--- src/hdl/jtag_debug_settings.svh ---
`ifndef JTAG_DEBUG_SETTINGS_SVH
`define JTAG_DEBUG_SETTINGS_SVH

// Instruction register length
`define JTAG_IR_WIDTH 4

// Register map geometry
`define DBG_ADDR_WIDTH 8
`define DBG_DATA_WIDTH 32

// Device ID, bit 0 fixed to 1 per 1149.1
`define JTAG_IDCODE 32'h1A5C_0E93

// Flops per pin in the clk domain
`define JTAG_SYNC_STAGES 2

`endif

--- src/hdl/jtag_debug_pkg.sv ---
`include "jtag_debug_settings.svh"

package jtag_debug_pkg;

	// IEEE 1149.1 TAP states
	typedef enum logic [3:0] {
		TEST_LOGIC_RESET,
		RUN_TEST_IDLE,
		SELECT_DR_SCAN,
		CAPTURE_DR,
		SHIFT_DR,
		EXIT1_DR,
		PAUSE_DR,
		EXIT2_DR,
		UPDATE_DR,
		SELECT_IR_SCAN,
		CAPTURE_IR,
		SHIFT_IR,
		EXIT1_IR,
		PAUSE_IR,
		EXIT2_IR,
		UPDATE_IR
	} jtag_state_e;

	// Unlisted codes fall back to BYPASS
	typedef enum logic [`JTAG_IR_WIDTH-1:0] {
		INSTR_IDCODE   = 4'd1,
		INSTR_REG_ADDR = 4'd8,
		INSTR_REG_DATA = 4'd9,
		INSTR_BYPASS   = 4'd15
	} jtag_instr_e;

	typedef enum logic [`DBG_ADDR_WIDTH-1:0] {
		ADDR_CTRL       = 8'h00,
		ADDR_CDR_GAIN   = 8'h01,
		ADDR_PI_CTL     = 8'h02,
		ADDR_PRBS_CFG   = 8'h03,
		ADDR_PHASE_EST  = 8'h10,
		ADDR_PRBS_ERR   = 8'h11,
		ADDR_PRBS_TOTAL = 8'h12
	} dbg_reg_addr_e;

endpackage

--- src/hdl/jtag_pin_sync.sv ---
`timescale 1ns/1ps
`default_nettype none

`include "jtag_debug_settings.svh"

module jtag_pin_sync (
	input wire logic clk,
	input wire logic reset_i,
	input wire logic tck_i,
	input wire logic tms_i,
	input wire logic tdi_i,
	input wire logic trst_n_i,
	output logic tck_rise_o,
	output logic tck_fall_o,
	output logic tms_o,
	output logic tdi_o,
	output logic trst_o
);
	localparam int TCK_BIT = 0;
	localparam int TMS_BIT = 1;
	localparam int TDI_BIT = 2;
	localparam int TRST_BIT = 3;

	// Idle pin levels: TRST_N released, the rest low
	localparam logic [3:0] PIN_IDLE = 4'b1000;

	logic [3:0] pins;
	logic [`JTAG_SYNC_STAGES:0][3:0] pipe;
	logic tck_s;
	logic tck_prev;

	assign pins = {trst_n_i, tdi_i, tms_i, tck_i};

	// All four pins share one chain; the extra last stage is the edge reference
	always_ff @(posedge clk) begin
		if (reset_i) begin
			pipe <= {(`JTAG_SYNC_STAGES+1){PIN_IDLE}};
		end else begin
			pipe <= {pipe[`JTAG_SYNC_STAGES-1:0], pins};
		end
	end

	assign tck_s = pipe[`JTAG_SYNC_STAGES-1][TCK_BIT];
	assign tck_prev = pipe[`JTAG_SYNC_STAGES][TCK_BIT];

	always_ff @(posedge clk) begin
		if (reset_i) begin
			tck_rise_o <= 1'b0;
			tck_fall_o <= 1'b0;
		end else begin
			tck_rise_o <= tck_s & ~tck_prev;
			tck_fall_o <= ~tck_s & tck_prev;
		end
	end

	// Taken from the last stage so they line up with the edge pulses
	assign tms_o = pipe[`JTAG_SYNC_STAGES][TMS_BIT];
	assign tdi_o = pipe[`JTAG_SYNC_STAGES][TDI_BIT];
	assign trst_o = ~pipe[`JTAG_SYNC_STAGES][TRST_BIT];

endmodule

`default_nettype wire

--- src/hdl/jtag_tap_ctrl.sv ---
`timescale 1ns/1ps
`default_nettype none

`include "jtag_debug_settings.svh"

module jtag_tap_ctrl (
	input wire logic clk,
	input wire logic reset_i,
	input wire logic tck_rise_i,
	input wire logic tms_i,
	input wire logic tdi_i,
	input wire logic trst_i,
	output logic capture_dr_o,
	output logic shift_dr_o,
	output logic update_dr_o,
	output jtag_debug_pkg::jtag_instr_e instr_o,
	output logic ir_tdo_o,
	output logic ir_shift_o
);
	import jtag_debug_pkg::*;

	jtag_state_e state_q;
	jtag_state_e state_d;
	logic [`JTAG_IR_WIDTH-1:0] ir_sr;

	always_comb begin
		case (state_q)
			TEST_LOGIC_RESET: state_d = tms_i ? TEST_LOGIC_RESET : RUN_TEST_IDLE;
			RUN_TEST_IDLE:    state_d = tms_i ? SELECT_DR_SCAN : RUN_TEST_IDLE;
			SELECT_DR_SCAN:   state_d = tms_i ? SELECT_IR_SCAN : CAPTURE_DR;
			CAPTURE_DR:       state_d = tms_i ? EXIT1_DR : SHIFT_DR;
			SHIFT_DR:         state_d = tms_i ? EXIT1_DR : SHIFT_DR;
			EXIT1_DR:         state_d = tms_i ? UPDATE_DR : PAUSE_DR;
			PAUSE_DR:         state_d = tms_i ? EXIT2_DR : PAUSE_DR;
			EXIT2_DR:         state_d = tms_i ? UPDATE_DR : SHIFT_DR;
			UPDATE_DR:        state_d = tms_i ? SELECT_DR_SCAN : RUN_TEST_IDLE;
			SELECT_IR_SCAN:   state_d = tms_i ? TEST_LOGIC_RESET : CAPTURE_IR;
			CAPTURE_IR:       state_d = tms_i ? EXIT1_IR : SHIFT_IR;
			SHIFT_IR:         state_d = tms_i ? EXIT1_IR : SHIFT_IR;
			EXIT1_IR:         state_d = tms_i ? UPDATE_IR : PAUSE_IR;
			PAUSE_IR:         state_d = tms_i ? EXIT2_IR : PAUSE_IR;
			EXIT2_IR:         state_d = tms_i ? UPDATE_IR : SHIFT_IR;
			UPDATE_IR:        state_d = tms_i ? SELECT_DR_SCAN : RUN_TEST_IDLE;
			default:          state_d = TEST_LOGIC_RESET;
		endcase
	end

	always_ff @(posedge clk) begin
		if (reset_i || trst_i) begin
			state_q <= TEST_LOGIC_RESET;
		end else if (tck_rise_i) begin
			state_q <= state_d;
		end
	end

	// DR actions on the TCK rise; update fires on the edge that enters Update-DR
	assign capture_dr_o = tck_rise_i && (state_q == CAPTURE_DR);
	assign shift_dr_o = tck_rise_i && (state_q == SHIFT_DR);
	assign update_dr_o = tck_rise_i && (state_d == UPDATE_DR);

	// Instruction shift path with LSB out first
	always_ff @(posedge clk) begin
		if (tck_rise_i) begin
			if (state_q == CAPTURE_IR) begin
				ir_sr <= 4'b0001;
			end else if (state_q == SHIFT_IR) begin
				ir_sr <= {tdi_i, ir_sr[`JTAG_IR_WIDTH-1:1]};
			end
		end
	end

	always_ff @(posedge clk) begin
		if (reset_i || trst_i) begin
			instr_o <= INSTR_IDCODE;
		end else if (tck_rise_i) begin
			if (state_d == TEST_LOGIC_RESET) begin
				instr_o <= INSTR_IDCODE;
			end else if (state_d == UPDATE_IR) begin
				instr_o <= jtag_instr_e'(ir_sr);
			end
		end
	end

	assign ir_tdo_o = ir_sr[0];
	assign ir_shift_o = (state_q == SHIFT_IR);

endmodule

`default_nettype wire

--- src/hdl/jtag_dr_chain.sv ---
`timescale 1ns/1ps
`default_nettype none

`include "jtag_debug_settings.svh"

module jtag_dr_chain (
	input wire logic clk,
	input wire logic reset_i,
	input wire logic tck_rise_i,
	input wire logic tck_fall_i,
	input wire logic tdi_i,
	input wire logic capture_dr_i,
	input wire logic shift_dr_i,
	input wire logic update_dr_i,
	input wire jtag_debug_pkg::jtag_instr_e instr_i,
	input wire logic ir_tdo_i,
	input wire logic ir_shift_i,
	input wire logic [`DBG_DATA_WIDTH-1:0] rd_data_i,
	output logic [`DBG_ADDR_WIDTH-1:0] reg_addr_o,
	output logic rd_req_o,
	output logic wr_en_o,
	output logic [`DBG_DATA_WIDTH-1:0] wr_data_o,
	output logic tdo_o
);
	import jtag_debug_pkg::*;

	localparam int DW = `DBG_DATA_WIDTH;
	localparam int AW = `DBG_ADDR_WIDTH;

	// Shared shift register whose active length follows the instruction
	logic [DW-1:0] dr_sr;
	logic rd_pending;

	assign rd_req_o = capture_dr_i && (instr_i == INSTR_REG_DATA);
	assign wr_en_o = update_dr_i && (instr_i == INSTR_REG_DATA);
	assign wr_data_o = dr_sr;

	// Readback arrives one cycle after the request
	always_ff @(posedge clk) begin
		if (reset_i) begin
			rd_pending <= 1'b0;
		end else begin
			rd_pending <= rd_req_o;
		end
	end

	always_ff @(posedge clk) begin
		if (rd_pending) begin
			dr_sr <= rd_data_i;
		end else if (capture_dr_i) begin
			case (instr_i)
				INSTR_IDCODE:   dr_sr <= `JTAG_IDCODE;
				INSTR_REG_ADDR: dr_sr <= {{(DW-AW){1'b0}}, reg_addr_o};
				INSTR_REG_DATA: dr_sr <= '0;
				default:        dr_sr[0] <= 1'b0;
			endcase
		end else if (shift_dr_i && tck_rise_i) begin
			case (instr_i)
				INSTR_IDCODE,
				INSTR_REG_DATA: dr_sr <= {tdi_i, dr_sr[DW-1:1]};
				INSTR_REG_ADDR: dr_sr[AW-1:0] <= {tdi_i, dr_sr[AW-1:1]};
				default:        dr_sr[0] <= tdi_i;
			endcase
		end
	end

	always_ff @(posedge clk) begin
		if (reset_i) begin
			reg_addr_o <= '0;
		end else if (update_dr_i && instr_i == INSTR_REG_ADDR) begin
			reg_addr_o <= dr_sr[AW-1:0];
		end
	end

	// TDO launched on the falling edge
	always_ff @(posedge clk) begin
		if (reset_i) begin
			tdo_o <= 1'b0;
		end else if (tck_fall_i) begin
			tdo_o <= ir_shift_i ? ir_tdo_i : dr_sr[0];
		end
	end

endmodule

`default_nettype wire

--- src/hdl/debug_reg_file.sv ---
`timescale 1ns/1ps
`default_nettype none

`include "jtag_debug_settings.svh"

module debug_reg_file (
	input wire logic clk,
	input wire logic reset_i,
	input wire logic [`DBG_ADDR_WIDTH-1:0] reg_addr_i,
	input wire logic rd_req_i,
	input wire logic wr_en_i,
	input wire logic [`DBG_DATA_WIDTH-1:0] wr_data_i,
	output logic [`DBG_DATA_WIDTH-1:0] rd_data_o,
	input wire logic [9:0] phase_est_i,
	input wire logic [`DBG_DATA_WIDTH-1:0] prbs_err_bits_i,
	input wire logic [`DBG_DATA_WIDTH-1:0] prbs_total_bits_i,
	output logic [3:0] kp_o,
	output logic [3:0] ki_o,
	output logic en_ext_pi_ctl_o,
	output logic [7:0] ext_pi_ctl_o,
	output logic [1:0] prbs_eqn_o,
	output logic prbs_cke_o,
	output logic cdr_rstb_o,
	output logic prbs_rstb_o
);
	import jtag_debug_pkg::*;

	dbg_reg_addr_e addr;
	logic cdr_run;
	logic prbs_run;
	logic [`DBG_DATA_WIDTH-1:0] rd_value;

	assign addr = dbg_reg_addr_e'(reg_addr_i);

	// Only defined fields are written
	always_ff @(posedge clk) begin
		if (reset_i) begin
			cdr_run <= 1'b0;
			prbs_run <= 1'b0;
			kp_o <= 4'h2;
			ki_o <= 4'h2;
			ext_pi_ctl_o <= '0;
			en_ext_pi_ctl_o <= 1'b0;
			prbs_eqn_o <= '0;
			prbs_cke_o <= 1'b0;
		end else if (wr_en_i) begin
			case (addr)
				ADDR_CTRL: begin
					cdr_run <= wr_data_i[0];
					prbs_run <= wr_data_i[1];
				end
				ADDR_CDR_GAIN: begin
					kp_o <= wr_data_i[3:0];
					ki_o <= wr_data_i[7:4];
				end
				ADDR_PI_CTL: begin
					ext_pi_ctl_o <= wr_data_i[7:0];
					en_ext_pi_ctl_o <= wr_data_i[8];
				end
				ADDR_PRBS_CFG: begin
					prbs_eqn_o <= wr_data_i[1:0];
					prbs_cke_o <= wr_data_i[4];
				end
				// Status and unmapped addresses drop the write
				default: begin
				end
			endcase
		end
	end

	always_comb begin
		rd_value = '0;
		case (addr)
			ADDR_CTRL: begin
				rd_value[0] = cdr_run;
				rd_value[1] = prbs_run;
			end
			ADDR_CDR_GAIN: begin
				rd_value[3:0] = kp_o;
				rd_value[7:4] = ki_o;
			end
			ADDR_PI_CTL: begin
				rd_value[7:0] = ext_pi_ctl_o;
				rd_value[8] = en_ext_pi_ctl_o;
			end
			ADDR_PRBS_CFG: begin
				rd_value[1:0] = prbs_eqn_o;
				rd_value[4] = prbs_cke_o;
			end
			ADDR_PHASE_EST:  rd_value[9:0] = phase_est_i;
			ADDR_PRBS_ERR:   rd_value = prbs_err_bits_i;
			ADDR_PRBS_TOTAL: rd_value = prbs_total_bits_i;
			default:         rd_value = '0;
		endcase
	end

	// Status is sampled only when a read is requested
	always_ff @(posedge clk) begin
		if (rd_req_i) begin
			rd_data_o <= rd_value;
		end
	end

	// Block resets combine the chip reset with the run bits
	assign cdr_rstb_o = ~reset_i & cdr_run;
	assign prbs_rstb_o = ~reset_i & prbs_run;

endmodule

`default_nettype wire

--- src/hdl/jtag_debug_top.sv ---
`timescale 1ns/1ps
`default_nettype none

`include "jtag_debug_settings.svh"

module jtag_debug_top (
	input wire logic clk,
	input wire logic reset_i,
	input wire logic tck_i,
	input wire logic trst_n_i,
	input wire logic tms_i,
	input wire logic tdi_i,
	output logic tdo_o,
	input wire logic [9:0] phase_est_i,
	input wire logic [`DBG_DATA_WIDTH-1:0] prbs_err_bits_i,
	input wire logic [`DBG_DATA_WIDTH-1:0] prbs_total_bits_i,
	output logic [3:0] kp_o,
	output logic [3:0] ki_o,
	output logic en_ext_pi_ctl_o,
	output logic [7:0] ext_pi_ctl_o,
	output logic [1:0] prbs_eqn_o,
	output logic prbs_cke_o,
	output logic cdr_rstb_o,
	output logic prbs_rstb_o
);
	import jtag_debug_pkg::*;

	logic tck_rise;
	logic tck_fall;
	logic tms_s;
	logic tdi_s;
	logic trst_s;
	logic capture_dr;
	logic shift_dr;
	logic update_dr;
	jtag_instr_e instr;
	logic ir_tdo;
	logic ir_shift;
	logic [`DBG_ADDR_WIDTH-1:0] reg_addr;
	logic rd_req;
	logic wr_en;
	logic [`DBG_DATA_WIDTH-1:0] wr_data;
	logic [`DBG_DATA_WIDTH-1:0] rd_data;

	// Probe pins into the clk domain
	jtag_pin_sync jtag_pin_sync_inst (
		.clk(clk),
		.reset_i(reset_i),
		.tck_i(tck_i),
		.tms_i(tms_i),
		.tdi_i(tdi_i),
		.trst_n_i(trst_n_i),
		.tck_rise_o(tck_rise),
		.tck_fall_o(tck_fall),
		.tms_o(tms_s),
		.tdi_o(tdi_s),
		.trst_o(trst_s)
	);

	jtag_tap_ctrl jtag_tap_ctrl_inst (
		.clk(clk),
		.reset_i(reset_i),
		.tck_rise_i(tck_rise),
		.tms_i(tms_s),
		.tdi_i(tdi_s),
		.trst_i(trst_s),
		.capture_dr_o(capture_dr),
		.shift_dr_o(shift_dr),
		.update_dr_o(update_dr),
		.instr_o(instr),
		.ir_tdo_o(ir_tdo),
		.ir_shift_o(ir_shift)
	);

	jtag_dr_chain jtag_dr_chain_inst (
		.clk(clk),
		.reset_i(reset_i),
		.tck_rise_i(tck_rise),
		.tck_fall_i(tck_fall),
		.tdi_i(tdi_s),
		.capture_dr_i(capture_dr),
		.shift_dr_i(shift_dr),
		.update_dr_i(update_dr),
		.instr_i(instr),
		.ir_tdo_i(ir_tdo),
		.ir_shift_i(ir_shift),
		.rd_data_i(rd_data),
		.reg_addr_o(reg_addr),
		.rd_req_o(rd_req),
		.wr_en_o(wr_en),
		.wr_data_o(wr_data),
		.tdo_o(tdo_o)
	);

	// Config toward the CDR loop and PRBS checker
	debug_reg_file debug_reg_file_inst (
		.clk(clk),
		.reset_i(reset_i),
		.reg_addr_i(reg_addr),
		.rd_req_i(rd_req),
		.wr_en_i(wr_en),
		.wr_data_i(wr_data),
		.rd_data_o(rd_data),
		.phase_est_i(phase_est_i),
		.prbs_err_bits_i(prbs_err_bits_i),
		.prbs_total_bits_i(prbs_total_bits_i),
		.kp_o(kp_o),
		.ki_o(ki_o),
		.en_ext_pi_ctl_o(en_ext_pi_ctl_o),
		.ext_pi_ctl_o(ext_pi_ctl_o),
		.prbs_eqn_o(prbs_eqn_o),
		.prbs_cke_o(prbs_cke_o),
		.cdr_rstb_o(cdr_rstb_o),
		.prbs_rstb_o(prbs_rstb_o)
	);

endmodule

`default_nettype wire

--- config.mk ---
export PLATFORM = sky130hd
export DESIGN_NAME = jtag_debug_top
export DESIGN_NICKNAME = d
export VERILOG_FILES = /design/src/hdl/jtag_debug_pkg.sv /design/src/hdl/jtag_pin_sync.sv /design/src/hdl/jtag_tap_ctrl.sv /design/src/hdl/jtag_dr_chain.sv /design/src/hdl/debug_reg_file.sv /design/src/hdl/jtag_debug_top.sv
export VERILOG_INCLUDE_DIRS = /design/src /design/src/hdl
export SDC_FILE = /design/constraint.sdc
export NUM_CORES = 1
export LEC_CHECK = 0
export BUFFER_PORTS_ARGS = -buffer_cell sky130_fd_sc_hd__buf_4
export CAP_MARGIN = 20
export CORE_ASPECT_RATIO = 0.7
export CORE_UTILIZATION = 56
export CTS_CLUSTER_DIAMETER = 60
export DETAILED_ROUTE_END_ITERATION = 16
export MAX_ROUTING_LAYER = met4
export PLACE_DENSITY = 0.8
export SLEW_MARGIN = 10
export SYNTH_ARGS = -nofsm -noshare
export SYNTH_HDL_FRONTEND = slang
export SYNTH_HIERARCHICAL = 1
export SYNTH_SLANG_ARGS = --single-unit
--- constraint.sdc ---
create_clock -name clk -period 4 [get_ports clk]
set_input_delay 0.6 -clock clk [delete_from_list [all_inputs] [get_ports clk]]
set_output_delay 0.6 -clock clk [all_outputs]
set_load 0.03 [all_outputs]
### Word level (Yosys, flattened, before mapping)

Cells that the tools add are included.

* flip-flop bits (word level): 122
* logic and storage cells: 119
* bits of input ports: 80

* reduce and logical (&&, ||, !) cells: 29
* equal/unequal tests: 27
* mux-type cells: 32
* bitwise operators: 8

Operator list (number)
* 32-bit 2-to-1 mux: 3
* 31-bit one-hot mux with 3 select lines: 1
* 4-bit equality test (second input constant): 12
* 4-bit one-hot mux with 12 select lines: 1
* 22-bit one-hot mux with 2 select lines: 1
* 4-bit 2-to-1 mux: 7
* 8-bit by 5-bit equality test with 1-bit output (second input constant): 3
* 24-bit 2-to-1 mux: 1
* 4-bit by 3-bit equality test with 1-bit output (second input constant): 4
* 8-bit by 2-bit equality test with 1-bit output (second input constant): 2
* 3-bit one-hot mux with 5 select lines: 1
* 2-bit one-hot mux with 7 select lines: 1
* 7-bit one-hot mux with 2 select lines: 1
* 2-bit AND reduction: 6
* 2-bit one-hot mux with 5 select lines: 1
* 4-bit by 1-bit equality test with 1-bit output (second input constant): 2
* 4-bit by 2-bit equality test with 1-bit output (second input constant): 2
* 8-bit by 1-bit equality test with 1-bit output (second input constant): 1
* 4-bit logical NOT: 2
* 8-bit logical NOT: 1
* 1-bit logical AND: 7
* 2-bit 2-to-1 mux: 3
* 3-bit 2-to-1 mux: 2
* 1-bit one-hot mux with 6 select lines: 1
* other kinds (14): 30

### Longest topological paths before layout

* word-level depth: 7
* mapped depth: 10

### Cells and area by module

Netlist, hierarchy kept.

By module, submodules not included
* debug_reg_file: instances 1, cells an instance 220, area an instance 2658.8 sq um
* jtag_dr_chain: instances 1, cells an instance 171, area an instance 1953.1 sq um
* jtag_tap_ctrl: instances 1, cells an instance 87, area an instance 787.0 sq um
* jtag_pin_sync: instances 1, cells an instance 30, area an instance 389.1 sq um

### Least setup slack after synthesis

OpenSTA, ideal clock, no wires.

* path kind: flip-flop to flip-flop
* start point: register jtag_tap_ctrl_inst.state_q[1]
* end point: register debug_reg_file_inst.rd_data_o[0] (enable)
* required time: 3579 ps
* cell stages (with the launch flop): 8
* setup slack: 688 ps
* data arrival time: 2891 ps
* path through: dfxtp_1 buf_6 inv_1 nor2_1 and3_1 or4b_4 buf_6 nor2_1

* word-level cells in the longest chain between the ends: 3

Ends and longest elaborated chain
* start, declared: RTL line jtag_tap_ctrl.sv:22 `jtag_state_e state_q;`
* start signal, assigned: RTL line jtag_tap_ctrl.sv:52 `state_q <= state_d;`
* 4-bit by 2-bit equality test with 1-bit output: RTL line jtag_tap_ctrl.sv:57 `assign capture_dr_o = tck_rise_i && (state_q == CAPTURE_DR);`
* 1-bit logical AND: RTL line jtag_tap_ctrl.sv:57
* named net capture_dr: RTL line jtag_debug_top.sv:33 `logic capture_dr;`
* 1-bit logical AND: RTL line jtag_dr_chain.sv:34 `assign rd_req_o = capture_dr_i && (instr_i == INSTR_REG_DATA);`
* named net rd_req: RTL line jtag_debug_top.sv:40 `logic rd_req;`
* end signal, assigned: RTL line debug_reg_file.sv:100 `rd_data_o <= rd_value;`
* end, declared: RTL line debug_reg_file.sv:13 `` output logic [`DBG_DATA_WIDTH-1:0] rd_data_o, ``

The timed path passes the listed nets, and every way through them passes these cells.
A chain may end at the register's enable or synchronous reset.

### Worst setup path after layout

* start point: register jtag_tap_ctrl_inst.state_q[0]
* end point: register debug_reg_file_inst.ext_pi_ctl_o[2]

* word-level cells in the longest chain between the ends: 7

Ends and longest elaborated chain
* 4-bit by 1-bit equality test with 1-bit output, or another cell as far along: RTL line jtag_tap_ctrl.sv:27 `case (state_q)`
* 3-bit OR reduction (no line) or 2-bit OR reduction (tied branches)
* 4-bit one-hot mux with 12 select lines (*): RTL line jtag_tap_ctrl.sv:27
* 4-bit equality test (*): RTL line jtag_tap_ctrl.sv:59 `assign update_dr_o = tck_rise_i && (state_d == UPDATE_DR);`
* 1-bit logical AND (*): RTL line jtag_tap_ctrl.sv:59
* named net update_dr: RTL line jtag_debug_top.sv:35 `logic update_dr;`
* 1-bit logical AND (*): RTL line jtag_dr_chain.sv:35 `assign wr_en_o = update_dr_i && (instr_i == INSTR_REG_DATA);`
* named net wr_en: RTL line jtag_debug_top.sv:41 `logic wr_en;`
* 2-bit AND reduction (no line) (*)
* end signal, assigned: RTL line debug_reg_file.sv:57 `ext_pi_ctl_o <= wr_data_i[7:0];`
* end, declared: RTL line debug_reg_file.sv:20 `output logic [7:0] ext_pi_ctl_o,`

The timed path passes the listed nets; every way through them passes the cells marked *.

==> metrics <==
met3 wire len=between 1 and 1.5 mm; input/output buffers=approximately 100; DP Area=6570 um^2; chip width=~120 um; Leak=roughly 2.8 nW; row cnt=30; wire per inst=between 15 and 20 um; Worst Path Required=~4.3 ns; # DRC=0; share of layout cells above drive strength 1=a little over a quarter; Power Density=roughly 400 nW/um^2; CTS tree=yes; first-pass GRT wire length=21.5 mm; Slew HR=roughly 36%; maxcap violations=0; # placed instances=around 700; IO Count=103; ANT nets after route=0; P&R area growth vs syn=24.2%; met2 wire len=between 6 and 7 mm; Mapped Area=5790 um^2; switching share of total power=19.0%; Pwr Total=~2.9 mW; Clock power frac=around half; #FFs+latches synth=roughly 120; # setup viols final=0; met1 WL=approximately 6.5 mm; Post-synth EDFFs=68; post-route cell area=7190 um^2; CORE AREA=roughly 10000 um^2; Reg clk slew, reported paths=roughly 0.050 ns; Tightest Hold Check Type=in2reg; post-synthesis sequential area ratio=54.0%; WHS=between 0.3 and 0.4 ns; Clock Tree Root=clkbuf_16; largest net degree at the start of global routing=60; # fillers=roughly 670; Synth warnings=6; f_max=around 300 MHz; kind of critical path=reg2reg; asr flop ratio synth=0%; Slew @ Worst Pin=approximately 0.96 ns; vias in the first global route=approximately 4,200; final wirelength=between 10 and 15 mm; worst-path fanout max=17; drt pass-1 iters=5; fin. max-slew vios=0; Post-Syn Nets=588; commonest non-fill, non-tap cells in the layout=buf_4 (109), edfxtp_1 (68), dfxtp_1 (54), mux2i_1 (43), a22o_1 (40); die area=between 10,000 and 15,000 um^2; Place WS=0.731 ns; post-route minimum period=3.41 ns; H-tree lvl count=4; Post-CTS Repair Setup Buffers=0; Pint=2.37 mW; Reg power frac=45.2%; count of mapped cells out of synthesis=508; RSZ-0062 raised after global routing=no; post-CTS sizing=0; Final Util=72.8%; setup tns final=0 ns; Final Hold Fails=0; TritonCTS Buffers=17; clk_skew=about 0.0075 ns; Die Ht=just under 90 um; final worst setup slack=between 0.5 and 0.6 ns; first-iteration detailed-routing DRC count=464; Total GRT Usage=~28%; Worst setup SP type=register; highest routed layer=met4; average size of a mapped cell=between 10 and 15 um^2; CP Capture Type=register; status=completed; net switching power=556 uW; Comb power frac=3.3%; Distinct cells, synth=65; final net count=between 600 and 700; critical path arrival=between 3 and 4 ns; clock sink count=122; initial antenna violation count=1; Layout Cells excl Fill=about 740; Max Root-Sink Buffers=2; grt total ovfl=0; dpl hpwl=between 9 and 10 mm; GP Congestion=0.885; Initial Utilization=approximately 59%; crit share post-route=85.3%; Clock Latency Late Sink=~0.40 ns; hold_buf cts=0; ys flop type=edfxtp_1; commonest non-fill, non-tap cell in the layout=buf_4; maximum VDD drop=approximately 310 uV; via count=about 4,500; Vias per Instance=about 6.0
==> layout make-up <==
| cell class | instances | area, um^2 | area share (%) |
|---|---|---|---|
| tap | 128 | 160 | 2.23 |
| multi-input combinational | 339 | 2430 | 33.8 |
| clock buffer | 26 | 542 | 7.54 |
| timing repair buffer | 110 | 833 | 11.6 |
| antenna | 1 | 2.50 | 0.0348 |
| sequential | 122 | 3120 | 43.4 |
| inverter | 11 | 41.3 | 0.574 |
| clock inverter | 5 | 55.1 | 0.766 |
==> cells by family after synthesis <==
logic type	synth area share (%)
multiplexers	8.86
flip-flops	54.0
AO/OA/AOI/OAI	15.7
buffers and inverters	4.13
XOR/XNOR	0.432
AND/OR/NAND/NOR	17.0
==> power by group through the flow <==
| stage | Sequential [mW] | Clock [mW] | Combinational, mW |
|---|---|---|---|
| after floorplan | 1.35 | 0 | 0.0335 |
| after global placement | 1.35 | 0 | 0.0923 |
| after detailed placement | 1.35 | 0 | 0.0954 |
| after CTS | 1.32 | 1.52 | 0.0960 |
| after global routing | 1.32 | 1.58 | 0.103 |
| final | 1.32 | 1.51 | 0.0958 |
==> worst max-delay path: stages, from the launching register on <==
cell	delay (ns)
dfxtp_1	0.73
nand3_1	0.21
nor3b_1	0.24
nand3b_1	0.16
nor3_1	0.41
or4b_4	0.56
or4b_1	0.75
mux2i_1	0.21
==> path summary, 6_finish.rpt <==
path / from / end / slack, ns / depth (start not counted)
max: jtag_tap_ctrl_inst/state_q[0] / debug_reg_file_inst/ext_pi_ctl_o[2] / 0.59 / 7
min: trst_n_i / jtag_pin_sync_inst/pipe[3] / 0.38 / 2
max reg2reg: jtag_tap_ctrl_inst/state_q[0] / debug_reg_file_inst/ext_pi_ctl_o[2] / 0.59 / 7
min reg2reg: jtag_pin_sync_inst/pipe[3] / jtag_pin_sync_inst/pipe[7] / 0.40 / 1
==> registers in the layout, indices dropped and copies added (netlist names), 2 cells and up <==
signal                            flops
debug_reg_file_inst/rd_data_o        32
jtag_dr_chain_inst/wr_data_o         32
jtag_pin_sync_inst/pipe              10
debug_reg_file_inst/ext_pi_ctl_o      8
jtag_dr_chain_inst/reg_addr_o         8
debug_reg_file_inst/ki_o              4
debug_reg_file_inst/kp_o              4
jtag_tap_ctrl_inst/instr_o            4
jtag_tap_ctrl_inst/ir_sr              4
jtag_tap_ctrl_inst/state_q            4
debug_reg_file_inst/prbs_eqn_o        2
==> per-layer routing <==
layer	global-route usage, %	vias to the layer above
met3	6.81	14
met5	-	-
li1	-	2079
met4	8.32	0
met2	40.7	204
met1	38.4	2155
==> cells in the mapped netlist (12+ instances only) <==
library cell   n  share of area [%]
mux2i_1       43                7.4
nor2b_1       19                2.1
dfxtp_1       54                 19
edfxtp_1      68                 35
nor2_1        26                1.7
nand2b_1      32                3.5
nand2_1       28                1.8
a21oi_1       12                1.0
o21ai_0       22                1.9
clkbuf_1      16                1.0
a22o_1        40                6.1
Note: power is estimated with default switching activity, not from simulation.
